$ cat config.mk
export PLATFORM = sky130hd
export DESIGN_NAME = mem_stage_top
export DESIGN_NICKNAME = d
export VERILOG_FILES = /design/src/design/mem_op_pkg.sv /design/src/design/stage_bus_pkg.sv /design/src/design/store_lane_if.sv /design/src/design/mem_addr_unit.sv /design/src/design/mem_req_port.sv /design/src/design/mem_stage_pipe.sv /design/src/design/mem_stage_top.sv /design/src/design/store_byte_lane.sv
export SDC_FILE = /design/constraint.sdc
export NUM_CORES = 1
export LEC_CHECK = 0
export BUFFER_PORTS_ARGS = -buffer_cell sky130_fd_sc_hd__buf_4
export CAP_MARGIN = 15
export CORE_ASPECT_RATIO = 0.5
export CORE_MARGIN = 1.5
export CORE_UTILIZATION = 25
export CTS_CLUSTER_DIAMETER = 100
export CTS_CLUSTER_SIZE = 14
export DETAILED_ROUTE_END_ITERATION = 8
export PLACE_DENSITY = 0.48
export SLEW_MARGIN = 5
export SYNTH_ARGS = -nofsm -noshare
export SYNTH_HDL_FRONTEND = slang
export SYNTH_SLANG_ARGS = --single-unit
$ cat constraint.sdc
create_clock -name clk -period 13.05 [get_ports clk]
set_clock_uncertainty 0.2 [all_clocks]
set_input_delay 0.6525 -clock clk [delete_from_list [all_inputs] [get_ports clk]]
set_output_delay 0.6525 -clock clk [all_outputs]
set_load 0.02 [all_outputs]
$ cat src/design/mem_op_pkg.sv
package mem_op_pkg;

    // Load one-hot, bit order LB LBU LH LHU LW LWL LWR
    localparam int LOAD_OP_W = 7;
    // Store one-hot, bit order SB SH SW SWL SWR
    localparam int STORE_OP_W = 5;

    localparam int LD_LB  = 0;
    localparam int LD_LBU = 1;
    localparam int LD_LH  = 2;
    localparam int LD_LHU = 3;
    localparam int LD_LW  = 4;
    localparam int LD_LWL = 5;
    localparam int LD_LWR = 6;

    localparam int ST_SB  = 0;
    localparam int ST_SH  = 1;
    localparam int ST_SW  = 2;
    localparam int ST_SWL = 3;
    localparam int ST_SWR = 4;

    // Cache access size
    typedef logic [1:0] size_t;

    localparam size_t SIZE_BYTE = 2'd0;
    localparam size_t SIZE_HALF = 2'd1;
    localparam size_t SIZE_WORD = 2'd2;

    // CP0 exception codes used by this stage
    typedef logic [4:0] exccode_t;

    localparam exccode_t EX_NONE = 5'd0;
    localparam exccode_t EX_ADEL = 5'd4;
    localparam exccode_t EX_ADES = 5'd5;

    // Fixed segment translation, top three bits cleared
    localparam logic [31:0] PHYS_MASK = 32'h1fff_ffff;

endpackage

$ cat src/design/stage_bus_pkg.sv
package stage_bus_pkg;

    localparam int DATA_W     = 32;
    localparam int REG_ADDR_W = 5;
    localparam int LANES      = 4;

    // Instruction as held in the stage register
    typedef struct packed {
        logic [mem_op_pkg::LOAD_OP_W-1:0]  load_op;
        logic [mem_op_pkg::STORE_OP_W-1:0] store_op;
        logic [DATA_W-1:0]                 base;
        logic [15:0]                       offset;
        logic [DATA_W-1:0]                 rt_value;
        logic [REG_ADDR_W-1:0]             dest;
        logic [DATA_W-1:0]                 pc;
    } mem_in_t;

    // Result bus towards the next stage
    typedef struct packed {
        logic                              is_load;
        logic [mem_op_pkg::LOAD_OP_W-1:0]  load_op;
        logic [DATA_W-1:0]                 addr;
        logic [REG_ADDR_W-1:0]             dest;
        logic [DATA_W-1:0]                 pc;
        logic                              ex;
        mem_op_pkg::exccode_t              exccode;
        logic [DATA_W-1:0]                 badvaddr;
    } mem_out_t;

endpackage

$ cat src/design/store_lane_if.sv
`timescale 1ns/1ns

interface store_lane_if
    import mem_op_pkg::*, stage_bus_pkg::*;
();

    logic [STORE_OP_W-1:0] store_op;
    logic [1:0]            byte_offset;
    logic [DATA_W-1:0]     rt_value;
    logic [7:0]            byte_data;
    logic                  byte_strb;

    modport feed (
        output store_op,
        output byte_offset,
        output rt_value
    );

    modport lane (
        input  store_op,
        input  byte_offset,
        input  rt_value,
        output byte_data,
        output byte_strb
    );

    modport drain (
        input byte_data,
        input byte_strb
    );

endinterface

$ cat src/design/mem_addr_unit.sv
`timescale 1ns/1ns

module mem_addr_unit
    import mem_op_pkg::*, stage_bus_pkg::*;
(
    input  logic                stage_valid,
    input  mem_in_t             stage_bus,
    output logic [DATA_W-1:0]   addr,
    output logic [DATA_W-1:0]   phys_addr,
    output size_t               size,
    output logic                ex,
    output exccode_t            exccode,
    output logic                is_mem,
    output logic                is_store,
    store_lane_if.feed          lanes [LANES]
);

    logic [LOAD_OP_W-1:0]  ld;
    logic [STORE_OP_W-1:0] st;
    logic [1:0]            ofs;
    logic                  adel;
    logic                  ades;
    logic                  size_word;
    logic                  size_half;
    logic                  left_op;
    logic                  right_op;
    logic [DATA_W-1:0]     aligned_addr;

    assign ld = stage_bus.load_op;
    assign st = stage_bus.store_op;

    // Base plus sign-extended offset
    assign addr = stage_bus.base + {{(DATA_W-16){stage_bus.offset[15]}}, stage_bus.offset};
    assign ofs  = addr[1:0];

    assign is_store = |st;
    assign is_mem   = (|ld) | is_store;

    assign adel = (ld[LD_LW] & (ofs != 2'b00))
                | ((ld[LD_LH] | ld[LD_LHU]) & ofs[0]);
    assign ades = (st[ST_SW] & (ofs != 2'b00))
                | (st[ST_SH] & ofs[0]);

    assign ex      = adel | ades;
    assign exccode = adel ? EX_ADEL :
                     ades ? EX_ADES :
                            EX_NONE;

    assign left_op  = ld[LD_LWL] | st[ST_SWL];
    assign right_op = ld[LD_LWR] | st[ST_SWR];

    // Unaligned left/right accesses shrink toward the word edge
    assign size_word = ld[LD_LW] | st[ST_SW]
                     | (left_op & ofs[1])
                     | (right_op & ~ofs[1]);
    assign size_half = ld[LD_LH] | ld[LD_LHU] | st[ST_SH]
                     | (left_op & (ofs == 2'b01))
                     | (right_op & (ofs == 2'b10));

    assign size = size_word ? SIZE_WORD :
                  size_half ? SIZE_HALF :
                              SIZE_BYTE;

    // LWL/SWL address the whole word
    assign aligned_addr = left_op ? {addr[DATA_W-1:2], 2'b00} : addr;
    assign phys_addr    = aligned_addr & PHYS_MASK;

    for (genvar i = 0; i < LANES; i++) begin : g_feed
        assign lanes[i].store_op    = (stage_valid && !ex) ? st : '0;
        assign lanes[i].byte_offset = ofs;
        assign lanes[i].rt_value    = stage_bus.rt_value;
    end

endmodule

$ cat src/design/mem_req_port.sv
`timescale 1ns/1ns

module mem_req_port
    import mem_op_pkg::*, stage_bus_pkg::*;
(
    input  logic                stage_valid,
    input  logic                out_allowin,
    input  logic                is_mem,
    input  logic                is_store,
    input  logic                ex,
    input  logic [DATA_W-1:0]   phys_addr,
    input  size_t               size,
    store_lane_if.drain         lanes [LANES],
    output logic                dcache_req,
    output logic                dcache_wr,
    output logic [1:0]          dcache_size,
    output logic [LANES-1:0]    dcache_wstrb,
    output logic [DATA_W-1:0]   dcache_addr,
    output logic [DATA_W-1:0]   dcache_wdata,
    input  logic                dcache_addr_ok,
    output logic                req_done
);

    logic need_req;

    for (genvar i = 0; i < LANES; i++) begin : g_drain
        assign dcache_wdata[8*i +: 8] = lanes[i].byte_data;
        assign dcache_wstrb[i]        = lanes[i].byte_strb;
    end

    // Faulting accesses never reach the cache
    assign need_req = is_mem && !ex;

    // Held back while the next stage cannot take the result
    assign dcache_req  = stage_valid && out_allowin && need_req;
    assign dcache_wr   = is_store;
    assign dcache_size = size;
    assign dcache_addr = phys_addr;

    assign req_done = !need_req || (dcache_req && dcache_addr_ok);

endmodule

$ cat src/design/mem_stage_pipe.sv
`timescale 1ns/1ns

module mem_stage_pipe
    import mem_op_pkg::*, stage_bus_pkg::*;
(
    input  logic                clk,
    input  logic                reset,
    input  logic                in_valid,
    output logic                in_allowin,
    input  mem_in_t             in_bus,
    input  logic                out_allowin,
    input  logic                req_done,
    input  logic [DATA_W-1:0]   addr,
    input  logic                ex,
    input  exccode_t            exccode,
    output logic                stage_valid,
    output mem_in_t             stage_bus,
    output logic                out_valid,
    output mem_out_t            out_bus
);

    logic    valid_r;
    mem_in_t bus_r;
    logic    ready_go;

    assign ready_go   = req_done;
    assign in_allowin = !valid_r || (ready_go && out_allowin);
    assign out_valid  = valid_r && ready_go;

    always_ff @(posedge clk) begin
        if (reset) begin
            valid_r <= 1'b0;
        end else if (in_allowin) begin
            valid_r <= in_valid;
        end
    end

    always_ff @(posedge clk) begin
        if (in_valid && in_allowin) begin
            bus_r <= in_bus;
        end
    end

    assign stage_valid = valid_r;
    assign stage_bus   = bus_r;

    always_comb begin
        out_bus          = '0;
        out_bus.is_load  = |bus_r.load_op;
        out_bus.load_op  = bus_r.load_op;
        out_bus.addr     = addr;
        out_bus.dest     = bus_r.dest;
        out_bus.pc       = bus_r.pc;
        out_bus.ex       = ex;
        out_bus.exccode  = exccode;
        // bad address only reported with the fault
        out_bus.badvaddr = ex ? addr : '0;
    end

endmodule

$ cat src/design/mem_stage_top.sv
`timescale 1ns/1ns

module mem_stage_top
    import mem_op_pkg::*, stage_bus_pkg::*;
(
    input  logic                    clk,
    input  logic                    reset,
    input  logic                    in_valid,
    output logic                    in_allowin,
    input  logic [LOAD_OP_W-1:0]    in_load_op,
    input  logic [STORE_OP_W-1:0]   in_store_op,
    input  logic [DATA_W-1:0]       in_base,
    input  logic [15:0]             in_offset,
    input  logic [DATA_W-1:0]       in_rt_value,
    input  logic [REG_ADDR_W-1:0]   in_dest,
    input  logic [DATA_W-1:0]       in_pc,
    input  logic                    out_allowin,
    output logic                    out_valid,
    output logic                    out_is_load,
    output logic [LOAD_OP_W-1:0]    out_load_op,
    output logic [DATA_W-1:0]       out_addr,
    output logic [REG_ADDR_W-1:0]   out_dest,
    output logic [DATA_W-1:0]       out_pc,
    output logic                    out_ex,
    output logic [4:0]              out_exccode,
    output logic [DATA_W-1:0]       out_badvaddr,
    output logic                    dcache_req,
    output logic                    dcache_wr,
    output logic [1:0]              dcache_size,
    output logic [LANES-1:0]        dcache_wstrb,
    output logic [DATA_W-1:0]       dcache_addr,
    output logic [DATA_W-1:0]       dcache_wdata,
    input  logic                    dcache_addr_ok
);

    mem_in_t           in_bus;
    mem_in_t           stage_bus;
    mem_out_t          out_bus;
    logic              stage_valid;
    logic              req_done;
    logic [DATA_W-1:0] addr;
    logic [DATA_W-1:0] phys_addr;
    size_t             size;
    logic              ex;
    exccode_t          exccode;
    logic              is_mem;
    logic              is_store;

    store_lane_if lane_bus [LANES] ();

    assign in_bus = '{
        load_op:  in_load_op,
        store_op: in_store_op,
        base:     in_base,
        offset:   in_offset,
        rt_value: in_rt_value,
        dest:     in_dest,
        pc:       in_pc
    };

    mem_stage_pipe u_pipe (
        .clk         (clk),
        .reset       (reset),
        .in_valid    (in_valid),
        .in_allowin  (in_allowin),
        .in_bus      (in_bus),
        .out_allowin (out_allowin),
        .req_done    (req_done),
        .addr        (addr),
        .ex          (ex),
        .exccode     (exccode),
        .stage_valid (stage_valid),
        .stage_bus   (stage_bus),
        .out_valid   (out_valid),
        .out_bus     (out_bus)
    );

    mem_addr_unit u_addr (
        .stage_valid (stage_valid),
        .stage_bus   (stage_bus),
        .addr        (addr),
        .phys_addr   (phys_addr),
        .size        (size),
        .ex          (ex),
        .exccode     (exccode),
        .is_mem      (is_mem),
        .is_store    (is_store),
        .lanes       (lane_bus)
    );

    for (genvar i = 0; i < LANES; i++) begin : g_lane
        store_byte_lane #(
            .LANE (i)
        ) u_lane (
            .lane (lane_bus[i])
        );
    end

    mem_req_port u_req (
        .stage_valid    (stage_valid),
        .out_allowin    (out_allowin),
        .is_mem         (is_mem),
        .is_store       (is_store),
        .ex             (ex),
        .phys_addr      (phys_addr),
        .size           (size),
        .lanes          (lane_bus),
        .dcache_req     (dcache_req),
        .dcache_wr      (dcache_wr),
        .dcache_size    (dcache_size),
        .dcache_wstrb   (dcache_wstrb),
        .dcache_addr    (dcache_addr),
        .dcache_wdata   (dcache_wdata),
        .dcache_addr_ok (dcache_addr_ok),
        .req_done       (req_done)
    );

    assign out_is_load  = out_bus.is_load;
    assign out_load_op  = out_bus.load_op;
    assign out_addr     = out_bus.addr;
    assign out_dest     = out_bus.dest;
    assign out_pc       = out_bus.pc;
    assign out_ex       = out_bus.ex;
    assign out_exccode  = out_bus.exccode;
    assign out_badvaddr = out_bus.badvaddr;

endmodule

$ cat src/design/store_byte_lane.sv
`timescale 1ns/1ns

module store_byte_lane
    import mem_op_pkg::*;
#(
    parameter int LANE = 0
)
(
    store_lane_if.lane lane
);

    localparam logic [1:0] LANE_IDX = LANE[1:0];

    logic [1:0] src;
    logic       strb;

    // src is the rt byte that lands in this lane
    always_comb begin
        src  = 2'd0;
        strb = 1'b0;
        if (lane.store_op[ST_SB]) begin
            src  = 2'd0;
            strb = (LANE_IDX == lane.byte_offset);
        end else if (lane.store_op[ST_SH]) begin
            src  = {1'b0, LANE_IDX[0]};
            strb = (LANE_IDX[1] == lane.byte_offset[1]);
        end else if (lane.store_op[ST_SW]) begin
            src  = LANE_IDX;
            strb = 1'b1;
        end else if (lane.store_op[ST_SWL]) begin
            // rt shifted right by 3 - offset bytes
            src  = LANE_IDX + 2'd3 - lane.byte_offset;
            strb = (LANE_IDX <= lane.byte_offset);
        end else if (lane.store_op[ST_SWR]) begin
            // rt shifted left by offset bytes
            src  = LANE_IDX - lane.byte_offset;
            strb = (LANE_IDX >= lane.byte_offset);
        end
    end

    assign lane.byte_strb = strb;
    assign lane.byte_data = strb ? lane.rt_value[8*src +: 8] : 8'h00;

endmodule

Word-level counts from Yosys, hierarchy flattened. Index checks and enable logic that the tools add are counted.

Bitwise gates (word level): 22. Equal/unequal tests: 5. Shift operators: 4. Order comparisons: 8. Reduce and logical (&&, ||, !) cells: 17. $add $sub $neg: 5. Mux-type cells: 51.

Operator list (number): $shiftx 32x6->8 (4); $mux 2 (22); $add 32x32->32 (1); $mux 32 (1); $mux 8 (4); $mux 1 (21); $or 1x1->1 (13); $mux 5 (2); $and 1x1->1 (8); $logic_and 1x1->1 (8); $reduce_or 7->1 (1); $reduce_or 5->1 (1); $eq 2x2->1 const A (2); $ge 1x2->1 const A (2); $ge 2x2->1 const A (2); $le 1x2->1 const A (2); $le 2x2->1 const A (2); $sub 1x2->2 const A (2); $sub 2x2->2 const A (2); $logic_not 1->1 (3); $mux 3 (1); $eq 1x2->1 const A (1); $eq 2x1->1 const B (1); $eq 2x2->1 const B (1); other kinds (4) (5).

Input port bits: 134. Word-level logic and storage cells: 120. Flip-flop bits (word level): 130. Output and inout bits: 189.

Depth between registers and ports, before layout. Gate-level depths: netlist of the first run.

Depth in word-level cells: 15. Depth in mapped cells: 12. Depth with buffers taken out: 10.

Cells and area by module. From an unflattened synthesis of the first run, not the netlist that was laid out.

Cell total of the unflattened synthesis: 1013. Area total of the unflattened synthesis: 10341.2 sq um.

Modules (own cells, without submodules): mem_stage_pipe (area each 4782.1 sq um, cells an instance 255, instances 1); mem_addr_unit (area each 3310.7 sq um, cells an instance 462, instances 1); mem_req_port (area each 555.5 sq um, cells an instance 74, instances 1); store_byte_lane (g_lane[1].u_lane) (area each 528.0 sq um, cells an instance 75, instances 1); store_byte_lane (g_lane[2].u_lane) (area each 421.7 sq um, cells an instance 59, instances 1); store_byte_lane (g_lane[0].u_lane) (area each 377.9 sq um, cells an instance 43, instances 1); store_byte_lane (g_lane[3].u_lane) (area each 365.4 sq um, cells an instance 45, instances 1).

Worst setup path after synthesis of the first run. Ideal clock, no wire load.

Path type: register to register. From: register u_pipe.bus_r (netlist bit u_pipe.stage_bus[69]). To: register u_pipe.bus_r (netlist bit u_pipe.out_bus[107]) (enable). Required time: 12.347 ns. Clock period less this slack: 5.918 ns. Library setup time: 0.503 ns. Arrival time: 5.214 ns. Path slack: 7.132 ns. Path buffers: 1. Stages on the path, launching flop included: 12. Cells stage by stage: edfxtp_1 -> ha_1 -> inv_1 -> fa_1 -> ha_1 -> nor2b_1 -> a2111oi_4 -> buf_2 -> o21ai_0 -> o21ai_1 -> nand2_1 -> and2_1.

Cells in the longest elaborated chain, start to end: 13. Elaborated cells between the ends (all ways): 18. Classes of those cells: add/sub (1); bitwise (7); reduce/logical (10).

Ends and longest elaborated chain: from (decl) (line mem_stage_pipe.sv:23) `mem_in_t bus_r;`; from (signal assigned) (line mem_stage_pipe.sv:40) `bus_r <= in_bus;`; $add 32x32->32 * (line mem_addr_unit.sv:33) `assign addr = stage_bus.base + {{(DATA_W-16){stage_bus.offset[15]}}, stage_bus.offset};`; $reduce_bool 2->1 (line mem_addr_unit.sv:39, mem_addr_unit.sv:41); $and 1x1->1 (on tied branches) (line mem_addr_unit.sv:39, mem_addr_unit.sv:41); $or 1x1->1 (on tied branches) (line mem_addr_unit.sv:40, mem_addr_unit.sv:42); $or 1x1->1 * (line mem_addr_unit.sv:44) `assign ex = adel | ades;`; $logic_not 1->1 * (line mem_req_port.sv:32) `assign need_req = is_mem && !ex;`; $logic_and 1x1->1 * (line mem_req_port.sv:32); $logic_and 1x1->1 (line mem_req_port.sv:35) `assign dcache_req = stage_valid && out_allowin && need_req;`; $logic_and 1x1->1 (line mem_req_port.sv:40) `assign req_done = !need_req || (dcache_req && dcache_addr_ok);`; $logic_or 1x1->1 * (line mem_req_port.sv:40); $logic_and 1x1->1 * (line mem_stage_pipe.sv:27) `assign in_allowin = !valid_r || (ready_go && out_allowin);`; $logic_or 1x1->1 * (line mem_stage_pipe.sv:27); net in_allowin (line mem_stage_top.sv:9) `output logic in_allowin,`; $logic_and 1x1->1 * (line mem_stage_pipe.sv:39) `if (in_valid && in_allowin) begin`.

The timed path passes the listed nets; every way through them passes the cells marked *. A chain may end at the register's enable or synchronous reset.

Worst setup path after layout of the first run.
From: register u_pipe.bus_r (netlist bit u_pipe.stage_bus[69]). To: output dcache_wdata[25].

Cells in the longest elaborated chain, start to end: 15. Elaborated cells between the ends (all ways): 29. Classes of those cells: add/sub (3); order compare (2); eq/ne (1); shift (1); mux (12); bitwise (7); reduce/logical (3).

Ends and longest elaborated chain: $add 32x32->32 * (line mem_addr_unit.sv:33); $reduce_bool 2->1 (line mem_addr_unit.sv:39, mem_addr_unit.sv:41); $and 1x1->1 (on tied branches) (line mem_addr_unit.sv:39, mem_addr_unit.sv:41); $or 1x1->1 (on tied branches) (line mem_addr_unit.sv:40, mem_addr_unit.sv:42); $or 1x1->1 (line mem_addr_unit.sv:44); $logic_not 1->1 (line mem_addr_unit.sv:69) `assign lanes[i].store_op = (stage_valid && !ex) ? st : '0;`; $logic_and 1x1->1 (line mem_addr_unit.sv:69); $mux 5 (line mem_addr_unit.sv:69); $mux 2 (line store_byte_lane.sv:34) `end else if (lane.store_op[ST_SWR]) begin`; $mux 2 (line store_byte_lane.sv:30) `end else if (lane.store_op[ST_SWL]) begin`; $mux 2 (line store_byte_lane.sv:27) `end else if (lane.store_op[ST_SW]) begin`; $mux 2 (line store_byte_lane.sv:24) `end else if (lane.store_op[ST_SH]) begin`; $mux 2 (line store_byte_lane.sv:21) `if (lane.store_op[ST_SB]) begin`; $shiftx 32x6->8 (line store_byte_lane.sv:42) `assign lane.byte_data = strb ? lane.rt_value[8*src +: 8] : 8'h00;`; $mux 8 * (line store_byte_lane.sv:42); to (decl) (line mem_stage_top.sv:32) `output logic [DATA_W-1:0] dcache_wdata,`.

Mark *: on every way between the ends. The rest lies on a longest branch, timed or not.

==> summary.md, run 1 <==
| Metric | Value |
|---|---|
| Run status | `finished, final reports clean` |
| Arr. time, crit path | `4.38 ns` |
| Layout cells sized above 1 | `36.7%` |
| Main synth FF type | `edfxtp_1` |
| Async SR Flop Fraction | `0%` |
| Post-Route Setup TNS | `0 ns` |
| Worst skew pair latency | `0.44 ns` |
| Design Power | `1400 uW` |
| Initial antenna violation count | `1` |
| Die Span X | `257 um` |
| Drt wl/cell | `18.6 um` |
| Max layer used | `met4` |
| Post-route ant nets | `0` |
| Vias in the first global route | `6645` |
| Core Footprint | `31700 sq um` |
| Worst Max-Slew Pin Slew | `1.10 ns` |
| Overflow after GRT | `0` |
| Synth unique cells | `60` |
| Inst Count DP | `1403` |
| WL final | `26700 um` |
| Routed vias/inst | `4.58` |
| Reg2reg path depth | `12` |
| Hold endpoint | `u_pipe.stage_valid` |
| PwrDens | `131 nW/um^2` |
| Synth warnings | `0` |
| Clock transition at the registers of the reported paths | `0.06 ns` |
| Crit path kind | `register to output pin` |
| Num CTS Buffers | `17` |
| Final nets | `1162` |
| Max Cap Viol | `0` |
| Post-CTS Setup Inserts | `0` |
| Post-synth EDFFs | `129` |
| GR Util All Layers | `15.5%` |
| I/O pins | `323` |
| H-tree depth | `4` |
| Gate Count Post-Synth | `755` |
| Final hold vios | `0` |
| TritonCTS Sinks | `130` |
| Post-DP HPWL | `20800 um` |
| Max Clk Rate | `191 MHz` |
| Synthesis-stage register bit count | `130` |
| R2R Setup Slk | `8.22 ns` |
| Syn-to-layout area delta | `33.8%` |
| Hold Crit Start | `reset` |
| IO buf count | `316` |
| Crit Reg-Reg Endpoint | `u_pipe.stage_bus[90]` |
| Area after DPL | `10200 sq um` |
| Post-Route M1 WL | `10900 um` |
| CP required | `12.20 ns` |
| CTS tree | `built` |
| Hold depth | `2` |
| Tightest Hold Check Type | `primary input to register` |
| Starting DRC count in detailed routing | `347` |
| Critical Path End Type | `output pin` |
| Final slew viol count | `0` |
| First-pass GRT wire length | `39000 um` |
| Cell chosen for the clock root | `clkbuf_16` |
| Commonest non-fill, non-tap cells in the layout | `319 x buf_4, 129 x edfxtp_1, 76 x nand2_1` |
| Post-CTS Resized | `0` |
| Cell area after synthesis | `8040 sq um` |
| RSZ-0062 raised after global routing | `false` |
| Die Area | `33300 sq um` |
| Sequential area share after synthesis | `48.4%` |
| # rows | `46` |
| CP max FO | `16` |
| Vias | `6584` |
| Final setup violation count | `0` |
| Worst vdd ir | `0.0891 mV` |
| Met3 wire length | `936 um` |
| Startpoint class of the critical path | `register` |
| Slew headroom | `26.5%` |
| Fin cells | `1436` |
| RePlAce Congestion | `0.863` |
| Met2 wire len | `14200 um` |
| LEAKAGE | `0.00463 uW` |
| Drt pass-1 iters | `5` |
| DIE HEIGHT | `130 um` |
| Initial Util | `25.4%` |
| Min cycle time layout | `5.24 ns` |
| Reg2reg start | `u_pipe.stage_bus[69]` |
| Fillers | `3273` |
| Final Cell Area | `10800 sq um` |
| Drt drc | `0` |
| Fin crit share | `40.1%` |
| Mean Syn Cell Area | `10.6 sq um` |
| CTS Hold Buffers Added | `0` |
| Most common cell after layout, fill and taps aside | `buf_4` |
| Max Buffers Root-to-Sink | `2` |
| Largest net degree at the start of global routing | `80` |
| Worst hold margin | `0.174 ns` |
==> synthesized netlist by cell type, types with 3 or more instances <==
library cell  count  area share [%]
o21ai_0          23             1.4
a31oi_1           8            0.62
nor2_1           42             2.0
nor4_1            6            0.47
o22ai_1          10            0.78
nor3_1           14            0.87
mux2i_1          30             3.7
nor2b_1           6            0.47
nand4_1           9            0.70
or2_2            15             1.2
buf_2             4            0.25
nand2b_1          6            0.47
or4_1             3            0.28
a21boi_0          3            0.28
or3_1             9            0.70
a211oi_1         13             1.2
nand3_1           8            0.50
a221oi_1          5            0.54
a21oi_1          49             3.1
o21ai_1           6            0.37
inv_1            17            0.79
buf_4            82             7.7
o21a_1            6            0.56
mux2_1            8             1.1
xor2_1            9            0.98
buf_6             4            0.56
a21boi_1          8            0.75
nand2_1          76             3.5
edfxtp_1        129              48
and2_1           20             1.6
a21o_1            8            0.75
clkbuf_1         17            0.79
and3_1           13             1.0
o211ai_1          7            0.65
ha_1             37             5.8
xnor2_1          14             1.5
==> critical path, stage by stage, from the launching register on <==
cell,delay (ns)
edfxtp_1,0.33
ha_1,0.19
inv_1,0.06
fa_1,0.83
ha_1,0.29
nor2b_1,0.11
a2111oi_4,0.40
nand2_2,0.19
or4_1,0.81
a211oi_1,0.51
buf_4,0.23
==> sequential cells by signal, indices dropped and copies added, names as in the netlist <==
signal / cells
u_pipe.stage_bus: 85
u_pipe.out_bus: 44
u_pipe.stage_valid: 1
==> routing by layer <==
metal,vias up,GRT usage [%]
met3,40,3.75
met5,-,0
met2,157,28.1
li1,3172,-
met4,0,6.54
met1,3215,17.8
==> cell families after synthesis <==
group | Yosys count | share of synthesized area, %
simple gates | 235 | 14.7
fa+ha+maj | 38 | 6.01
other cells | 1 | 0.0467
compound gates | 165 | 13.4
buf+inv | 125 | 10.1
mux | 38 | 4.86
xor+xnor | 23 | 2.51
flops | 130 | 48.4
==> through the flow <==
stage               setup WS [ns]  util (%)
finish                       7.81      34.0
CTS                          7.84      34.0
global route                 7.56      34.0
detailed placement           8.20      32.4
floorplan                    7.13         -
global placement             8.29      32.4
==> area by class of cell <==
class | count | area, sq um | share of cell area, %
tap | 432 | 541 | 5.03
antenna | 1 | 2.50 | 0.0233
timing repair buffer | 319 | 2390 | 22.3
clock buffer | 21 | 440 | 4.10
inverter | 17 | 63.8 | 0.593
clock inverter | 11 | 65.1 | 0.605
multi-input combinational | 505 | 3350 | 31.2
sequential | 130 | 3890 | 36.2
==> worst max path at each step <==
stage,startpoint,to,cells after the start
2_1_floorplan,u_pipe.stage_bus[69],u_pipe.out_bus[107],11
3_3_place_gp,u_pipe.stage_bus[69],u_pipe.out_bus[53],12
3_5_place_dp,u_pipe.stage_bus[69],u_pipe.out_bus[65],12
4_1_cts,u_pipe.stage_bus[69],dcache_wdata[25],10
5_1_grt,u_pipe.stage_bus[69],dcache_wdata[25],10
6_report,u_pipe.stage_bus[69],dcache_wdata[25],10
==> power by group <==
| part | switching, uW | internal [uW] |
|---|---|---|
| Clock | 186 | 239 |
| Combinational | 279 | 193 |
| Sequential | 14.9 | 492 |
(Power assumes the default switching activity.)
==> run 2, diff against run 1 <==
--- a/config.mk
+++ b/config.mk
@@ -5,6 +5,7 @@
 export SDC_FILE = /design/constraint.sdc
 export NUM_CORES = 1
 export LEC_CHECK = 0
+export ABC_AREA = 1
 export BUFFER_PORTS_ARGS = -buffer_cell sky130_fd_sc_hd__buf_4
 export CAP_MARGIN = 15
 export CORE_ASPECT_RATIO = 0.5
@@ -13,7 +14,7 @@
 export CTS_CLUSTER_DIAMETER = 100
 export CTS_CLUSTER_SIZE = 14
 export DETAILED_ROUTE_END_ITERATION = 8
-export PLACE_DENSITY = 0.48
+export PLACE_DENSITY = 0.49
 export SLEW_MARGIN = 5
 export SYNTH_ARGS = -nofsm -noshare
 export SYNTH_HDL_FRONTEND = slang
==> constraint.sdc (replaced) <==
create_clock -name clk -period 4.7 [get_ports clk]
set_clock_uncertainty 0.2 [all_clocks]
set_input_delay 0.235 -clock clk [delete_from_list [all_inputs] [get_ports clk]]
set_output_delay 0.235 -clock clk [all_outputs]
set_load 0.02 [all_outputs]
==> run 2 against run 1 <==
  * Area after synthesis is 3.2% higher
  * Combinational power rose to 3.3 times the previous value
  * Sequential share of layout area fell by 5.2 points
  * Via count grew 19%
  * Wire length up 7.4%
  * Hold slack got worse by 0.096 ns
  * Cell count rose by 25%
  * Core utilization up 5.1 points
  * Final area is 17% higher
  * Critical endpoint is now dcache_wdata[3]
  * Largest power group is now combinational logic
==> summary.md, run 2 <==
| Metric | Value |
|---|---|
| Run status | `finished, final reports clean` |
| Max Buffers Root-to-Sink | `2` |
| Crit Reg-Reg Endpoint | `u_pipe.stage_bus[111]` |
| Synth area leader | `edfxtp_1` |
| R2R Setup Slk | `0.97 ns` |
| Cell area after synthesis | `8290 sq um` |
| Main synth FF type | `edfxtp_1` |
| WL final | `28700 um` |
| Starting DRC count in detailed routing | `569` |
| Worst vdd ir | `0.255 mV` |
| Routed vias/inst | `4.37` |
| Worst setup margin | `0.356 ns` |
| RePlAce Congestion | `0.845` |
| H-tree depth | `4` |
| Hold endpoint | `u_pipe.stage_bus[69]` |
| Post-synth EDFFs | `129` |
| Min cycle time layout | `4.34 ns` |
| Post-DP HPWL | `22600 um` |
| Num CTS Buffers | `17` |
| Fin crit share | `92.4%` |
| Tightest Hold Check Type | `primary input to register` |
| PwrDens | `348 nW/um^2` |
| Die Span X | `261 um` |
| Final setup violation count | `0` |
| Post-route ant nets | `0` |
| TritonCTS Sinks | `130` |
| IO buf count | `316` |
| Drt wl/cell | `16.0 um` |
| Yosys top cell area share | `46.7%` |
| Area after DPL | `10600 sq um` |
| Vias | `7852` |
| Final Core Density | `39.0%` |
| Max Clk Rate | `230 MHz` |
| RSZ-0062 raised after global routing | `false` |
| Reg2reg path depth | `13` |
| Startpoint class of the critical path | `register` |
| Reg2reg start | `u_pipe.stage_bus[69]` |
| Synth cell count leaders | `219 x nand2_1, 149 x nor2_1, 129 x edfxtp_1` |
| Mean Syn Cell Area | `8.53 sq um` |
| Largest cells by area after synthesis | `edfxtp_1 47%, nand2_1 9.9%, buf_4 7.6%` |
| Gate Count Post-Synth | `972` |
| Place WS | `0.684 ns` |
| Async SR Flop Fraction | `0%` |
| Final Cell Area | `12600 sq um` |
| LEAKAGE | `0.00576 uW` |
| Post-CTS Setup Inserts | `0` |
| Fillers | `3238` |
| Vias in the first global route | `7908` |
| Clock transition at the registers of the reported paths | `0.06 ns` |
| Drt drc | `0` |
| Layout cells sized above 1 | `27.9%` |
| Overflow after GRT | `0` |
| Initial antenna violation count | `1` |
| Hold Crit Start | `in_valid` |
| Sequential area share after synthesis | `47.0%` |
| Synth warnings | `0` |
| Most common cell after layout, fill and taps aside | `buf_4` |
| GR Util All Layers | `16.6%` |
| Largest net degree at the start of global routing | `63` |
| Worst skew pair latency | `0.44 ns` |
| Most common cell in the synthesized netlist | `nand2_1` |
| Drt pass-1 iters | `5` |
| Critical Path End Type | `output pin` |
| Crit path kind | `register to output pin` |
| # rows | `46` |
| Cell chosen for the clock root | `clkbuf_16` |
| DIE HEIGHT | `132 um` |
| Die Area | `34300 sq um` |
| Max Cap Viol | `0` |
| Worst Max-Slew Pin Slew | `0.873 ns` |
| Arr. time, crit path | `3.91 ns` |
| Hold depth | `3` |
| CP required | `4.26 ns` |
| Final hold vios | `0` |
| Final nets | `1522` |
| I/O pins | `323` |
| First-pass GRT wire length | `43800 um` |
| CP max FO | `17` |
| Initial Util | `25.8%` |
| Commonest non-fill, non-tap cells in the layout | `320 x buf_4, 219 x nand2_1, 149 x nor2_1` |
| CTS tree | `built` |
| Max reg flops | `85` |
| Synth unique cells | `42` |
| Syn-to-layout area delta | `51.4%` |
| Core Footprint | `32200 sq um` |
| Final slew viol count | `0` |
| Post-Route Setup TNS | `0 ns` |
| Synthesis-stage register bit count | `130` |
| Slew headroom | `41.8%` |
## run 2: cell count changes after synthesis, sizes merged, moves of 11 or more
cell	change
nand3	+63
clkbuf	-11
and2	-16
a211oi	-13
nor2	+116
or2	-15
mux2i	-30
inv	+72
nand4	+15
and3	-13
nand2	+148
## run 2: stage by stage
stage / power [uW] / hold slack [ns] / std cells
after detailed placement: 2900 / 0.194 / 1632
after CTS: 4420 / 0.0404 / 1795
final: 4360 / 0.0773 / 1796
after global placement: 2890 / 0.191 / 1632
after global routing: 4580 / 0.0591 / 1796
after floorplan: 2350 / 0.104 / 977
## run 2: layer usage
| layer | global-route usage, % | share of wire (%) | wire length, um | vias up |
|---|---|---|---|---|
| li1 | - | - | - | 3916 |
| met1 | 20.4 | 42 | 12000 | 3715 |
| met2 | 29.2 | 52 | 15000 | 188 |
| met3 | 3.34 | 4.2 | 1210 | 33 |
| met4 | 5.30 | 1.7 | 481 | 0 |
| met5 | 0 | 0 | 0 | - |
## run 2: critical path, cell delays in order, from the launching register on
cell      delay [ns]
edfxtp_1        0.33
ha_1            0.17
inv_1           0.06
fa_2            0.62
ha_1            0.28
inv_2           0.06
nand2_1         0.08
inv_2           0.05
nor2_4          0.13
nand2_2         0.16
nor2_8          0.19
nand3_1         0.11
nand2_2         0.30
nand3_4         0.26
nand2_1         0.19
nand2_1         0.08
nor2_1          0.13
nor2_1          0.08
buf_4           0.16
## run 2: cells by family (layout without fill, tap and decap cells)
group / Yosys count / after routing / synth area share, %
AO/OA/AOI/OAI: 90 / 90 / 6.34
other: 1 / 7 / 0.0452
buffers and inverters: 188 / 574 / 12.4
AND/OR/NAND/NOR: 506 / 506 / 26.4
adder cells (fa/ha/maj): 38 / 38 / 5.82
XOR/XNOR: 19 / 19 / 2.01
flip-flops: 130 / 130 / 47.0
## run 2: final cells by class
type / count / area (sq um) / share of cell area (%)
diodes: 1 / 2.50 / 0.0199
clock buffers: 18 / 429 / 3.42
clock inverters: 14 / 186 / 1.48
inverters: 89 / 334 / 2.66
multi-input cells: 659 / 3420 / 27.2
flip-flops and latches: 130 / 3890 / 31.0
well taps: 432 / 541 / 4.30
repair buffers: 453 / 3750 / 29.9
## run 2: worst max path at each step
stage | start | to | slack, ns | cells past startpoint
floorplan | u_pipe.stage_bus[69] | u_pipe.out_bus[107] | 0.03 | 11
global placement | u_pipe.stage_bus[69] | dcache_wdata[3] | 0.80 | 18
detailed placement | u_pipe.stage_bus[69] | dcache_wdata[24] | 0.68 | 18
CTS | u_pipe.stage_bus[69] | dcache_wdata[24] | 0.19 | 18
global route | u_pipe.stage_bus[69] | dcache_wdata[24] | 0.05 | 18
finish | u_pipe.stage_bus[69] | dcache_wdata[3] | 0.36 | 18
## run 2: power breakdown
group	total (uW)	leakage, uW	internal, uW	switching [uW]
registers	1410	0.00125	1370	42.4
clock network	1400	0.000293	884	520
logic	1550	0.00421	626	925
total	4360	0.00576	2880	1490
## run 2: repair_timing
action	4_1_cts	5_1_grt
gates resized for setup	0	3
hold endpoints to repair	130	0
hold buffers	131	0
setup endpoints to repair	0	29
==> run 3, diff against run 2 <==
--- a/config.mk
+++ b/config.mk
@@ -14,8 +14,9 @@
 export CTS_CLUSTER_DIAMETER = 100
 export CTS_CLUSTER_SIZE = 14
 export DETAILED_ROUTE_END_ITERATION = 8
-export PLACE_DENSITY = 0.49
+export PLACE_DENSITY = 0.47
 export SLEW_MARGIN = 5
 export SYNTH_ARGS = -nofsm -noshare
 export SYNTH_HDL_FRONTEND = slang
+export SYNTH_HIERARCHICAL = 1
 export SYNTH_SLANG_ARGS = --single-unit
==> run 3 against run 2 <==
  * Sequential share of layout area decreased by 3.5 points
  * Critical path type unchanged
  * Core utilization is 7.7 points lower
  * Cell count is 26% higher
  * Non-clock buffer count increased by 6
  * Register-to-register slack better by 0.21 ns
  * Synthesized cell count grew 52%
  * Final area grew 13%
  * Hold slack better by 0.074 ns
  * Power is 0.46% higher
  * Sequential power barely moved
  * Via count up 14%
  * Setup slack better by 0.019 ns
==> summary.md, run 3 <==
| Metric | Value |
|---|---|
| Cell area after synthesis | `11400 sq um` |
| Synth warnings | `6` |
| Post-CTS Resized | `0` |
| Buf+Inv Stages, Crit Path | `5` |
| Drt wl/cell | `14.8 um` |
| Post-DP HPWL | `26100 um` |
| N_diodes | `0` |
| Drt pass-1 iters | `5` |
| Initial Util | `25.3%` |
| CP dominant cell by count | `nand3_1` |
| H-tree depth | `4` |
| Crit path kind | `register to output pin` |
| DIE HEIGHT | `154 um` |
| Post-CTS Setup Inserts | `0` |
| Mean Syn Cell Area | `7.71 sq um` |
| Tightest Hold Check Type | `primary input to register` |
| CTS Hold Buffers Added | `131` |
| Starting DRC count in detailed routing | `424` |
| Initial antenna violation count | `0` |
| Max Buffers Root-to-Sink | `2` |
| Fin crit share | `92.0%` |
| TritonCTS Sinks | `130` |
| Arr. time, crit path | `3.89 ns` |
| Largest net degree at the start of global routing | `41` |
| CTS tree | `built` |
| Worst skew pair latency | `0.43 ns` |
| LEAKAGE | `0.00715 uW` |
| Final setup violation count | `0` |
| Startpoint class of the critical path | `register` |
| Final hold vios | `0` |
| Post-route ant nets | `0` |
| Cell chosen for the clock root | `clkbuf_16` |
| WL final | `33300 um` |
| CP Cell Sequence | `ha_1 > fa_2 > inv_1 > o21ai_0 > nand2_1 > nand3_1 > nor2_1 > buf_4 > inv_2 > nand3_1 > nor2_4 > inv_2 > nand3_1 > a21oi_1 > buf_4` |
| # rows | `55` |
| Run status | `finished, final reports clean` |
| Die Span X | `305 um` |
| Delay-heaviest family, CP | `simple AND/OR/NAND/NOR gates` |
| Crit-path max cell delay | `0.67 ns` |
| Num CTS Buffers | `17` |
| Max Clk Rate | `231 MHz` |
| Commonest non-fill, non-tap cells in the layout | `335 x nand2_1, 325 x buf_4, 261 x inv_1` |
| CP max stage cell | `fa_2` |
| Overflow after GRT | `0` |
| Max Cap Viol | `0` |
| Routed vias/inst | `3.98` |
| Drt drc | `0` |
| Syn-to-layout area delta | `24.2%` |
| CP required | `4.26 ns` |
| Crit. Startpoint | `u_pipe/stage_bus[69]` |
| Min cycle time layout | `4.33 ns` |
| Layout cells sized above 1 | `26.8%` |
| Core Footprint | `45100 sq um` |
| Final slew viol count | `0` |
| Vias in the first global route | `9076` |
| CP max FO | `18` |
| I/O pins | `323` |
| Critical Path End Type | `output pin` |
| R2R Setup Slk | `1.18 ns` |
| First-pass GRT wire length | `50700 um` |
| Reg2reg path depth | `11` |
| Post-Route Setup TNS | `0 ns` |
| Final nets | `1816` |
| Slew headroom | `51.6%` |
| PwrDens | `310 nW/um^2` |
| Reg2reg start | `u_pipe/stage_bus[69]` |
| RSZ-0062 raised after global routing | `false` |
| Worst Max-Slew Pin Slew | `0.725 ns` |
| Max reg flops | `85` |
| Worst setup path end | `dcache_wdata[12]` |
| Gate Count Post-Synth | `1477` |
| GR Util All Layers | `13.9%` |
| Clock transition at the registers of the reported paths | `0.06 ns` |
| Design Power | `4380 uW` |
| Die Area | `46900 sq um` |
| RePlAce Congestion | `0.917` |
| Levels on crit path | `15` |
| Fillers | `4803` |
| Most common cell after layout, fill and taps aside | `nand2_1` |
| Vias | `8981` |
| Worst vdd ir | `0.246 mV` |
| Crit Reg-Reg Endpoint | `u_pipe/stage_bus[56]` |
| IO buf count | `316` |
| Hold Crit Start | `in_valid` |
## run 3: final cells by class
type / count / area (sq um) / area share, %
Inverter: 276 / 1040 / 7.34
Multi-Input combinational cell: 760 / 4110 / 29.1
Clock inverter: 13 / 114 / 0.805
Timing Repair Buffer: 459 / 3810 / 26.9
Clock buffer: 18 / 429 / 3.03
Tap cell: 598 / 748 / 5.29
Sequential cell: 130 / 3890 / 27.5
## run 3: how the worst min path moves through the flow
stage	to	cells after the start
global route	u_pipe/stage_bus[69]	3
floorplan	u_pipe/stage_valid	1
global placement	u_pipe/stage_valid	2
CTS	u_pipe/stage_bus[69]	3
finish	u_pipe/stage_bus[70]	3
detailed placement	u_pipe/stage_valid	2
## run 3: per-layer routing
metal / vias to the layer above / global-route usage, % / routed length [um] / share of wire [%]
met2: 134 / 26.7 / 18200 / 55
met4: 0 / 4.26 / 615 / 1.8
met5: - / 0 / 0 / 0
met3: 39 / 1.65 / 790 / 2.4
li1: 4644 / - / - / -
met1: 4164 / 16.0 / 13600 / 41
## run 3: worst register-to-register path: stages (launching register included)
cell and delay, ns:
edfxtp_1 0.36, ha_1 0.25, fa_2 0.67, inv_1 0.10
o21ai_0 0.17, nand2_1 0.14, nand2_4 0.10, nor2_2 0.04
nand2_1 0.07, nand2_1 0.10, a21oi_4 0.61, buf_4 0.38
## run 3: stage by stage
step	cells	hold slack, ns	setup slack (ns)	util [%]	area (sq um)
finish	2254	0.152	0.374	31.4	14100
global route	2254	0.150	0.0236	31.4	14100
CTS	2254	0.134	0.340	31.4	14100
detailed placement	2092	0.195	0.812	27.3	12300
global placement	2092	0.194	0.834	27.3	12300
floorplan	1482	0.104	0.0194	-	11400
## run 3: power by group
group | switching, uW | internal (uW) | total (uW)
Sequential | 63.3 | 1370 | 1430
Clock | 545 | 723 | 1270
Combinational | 1010 | 677 | 1690
Total | 1620 | 2770 | 4380
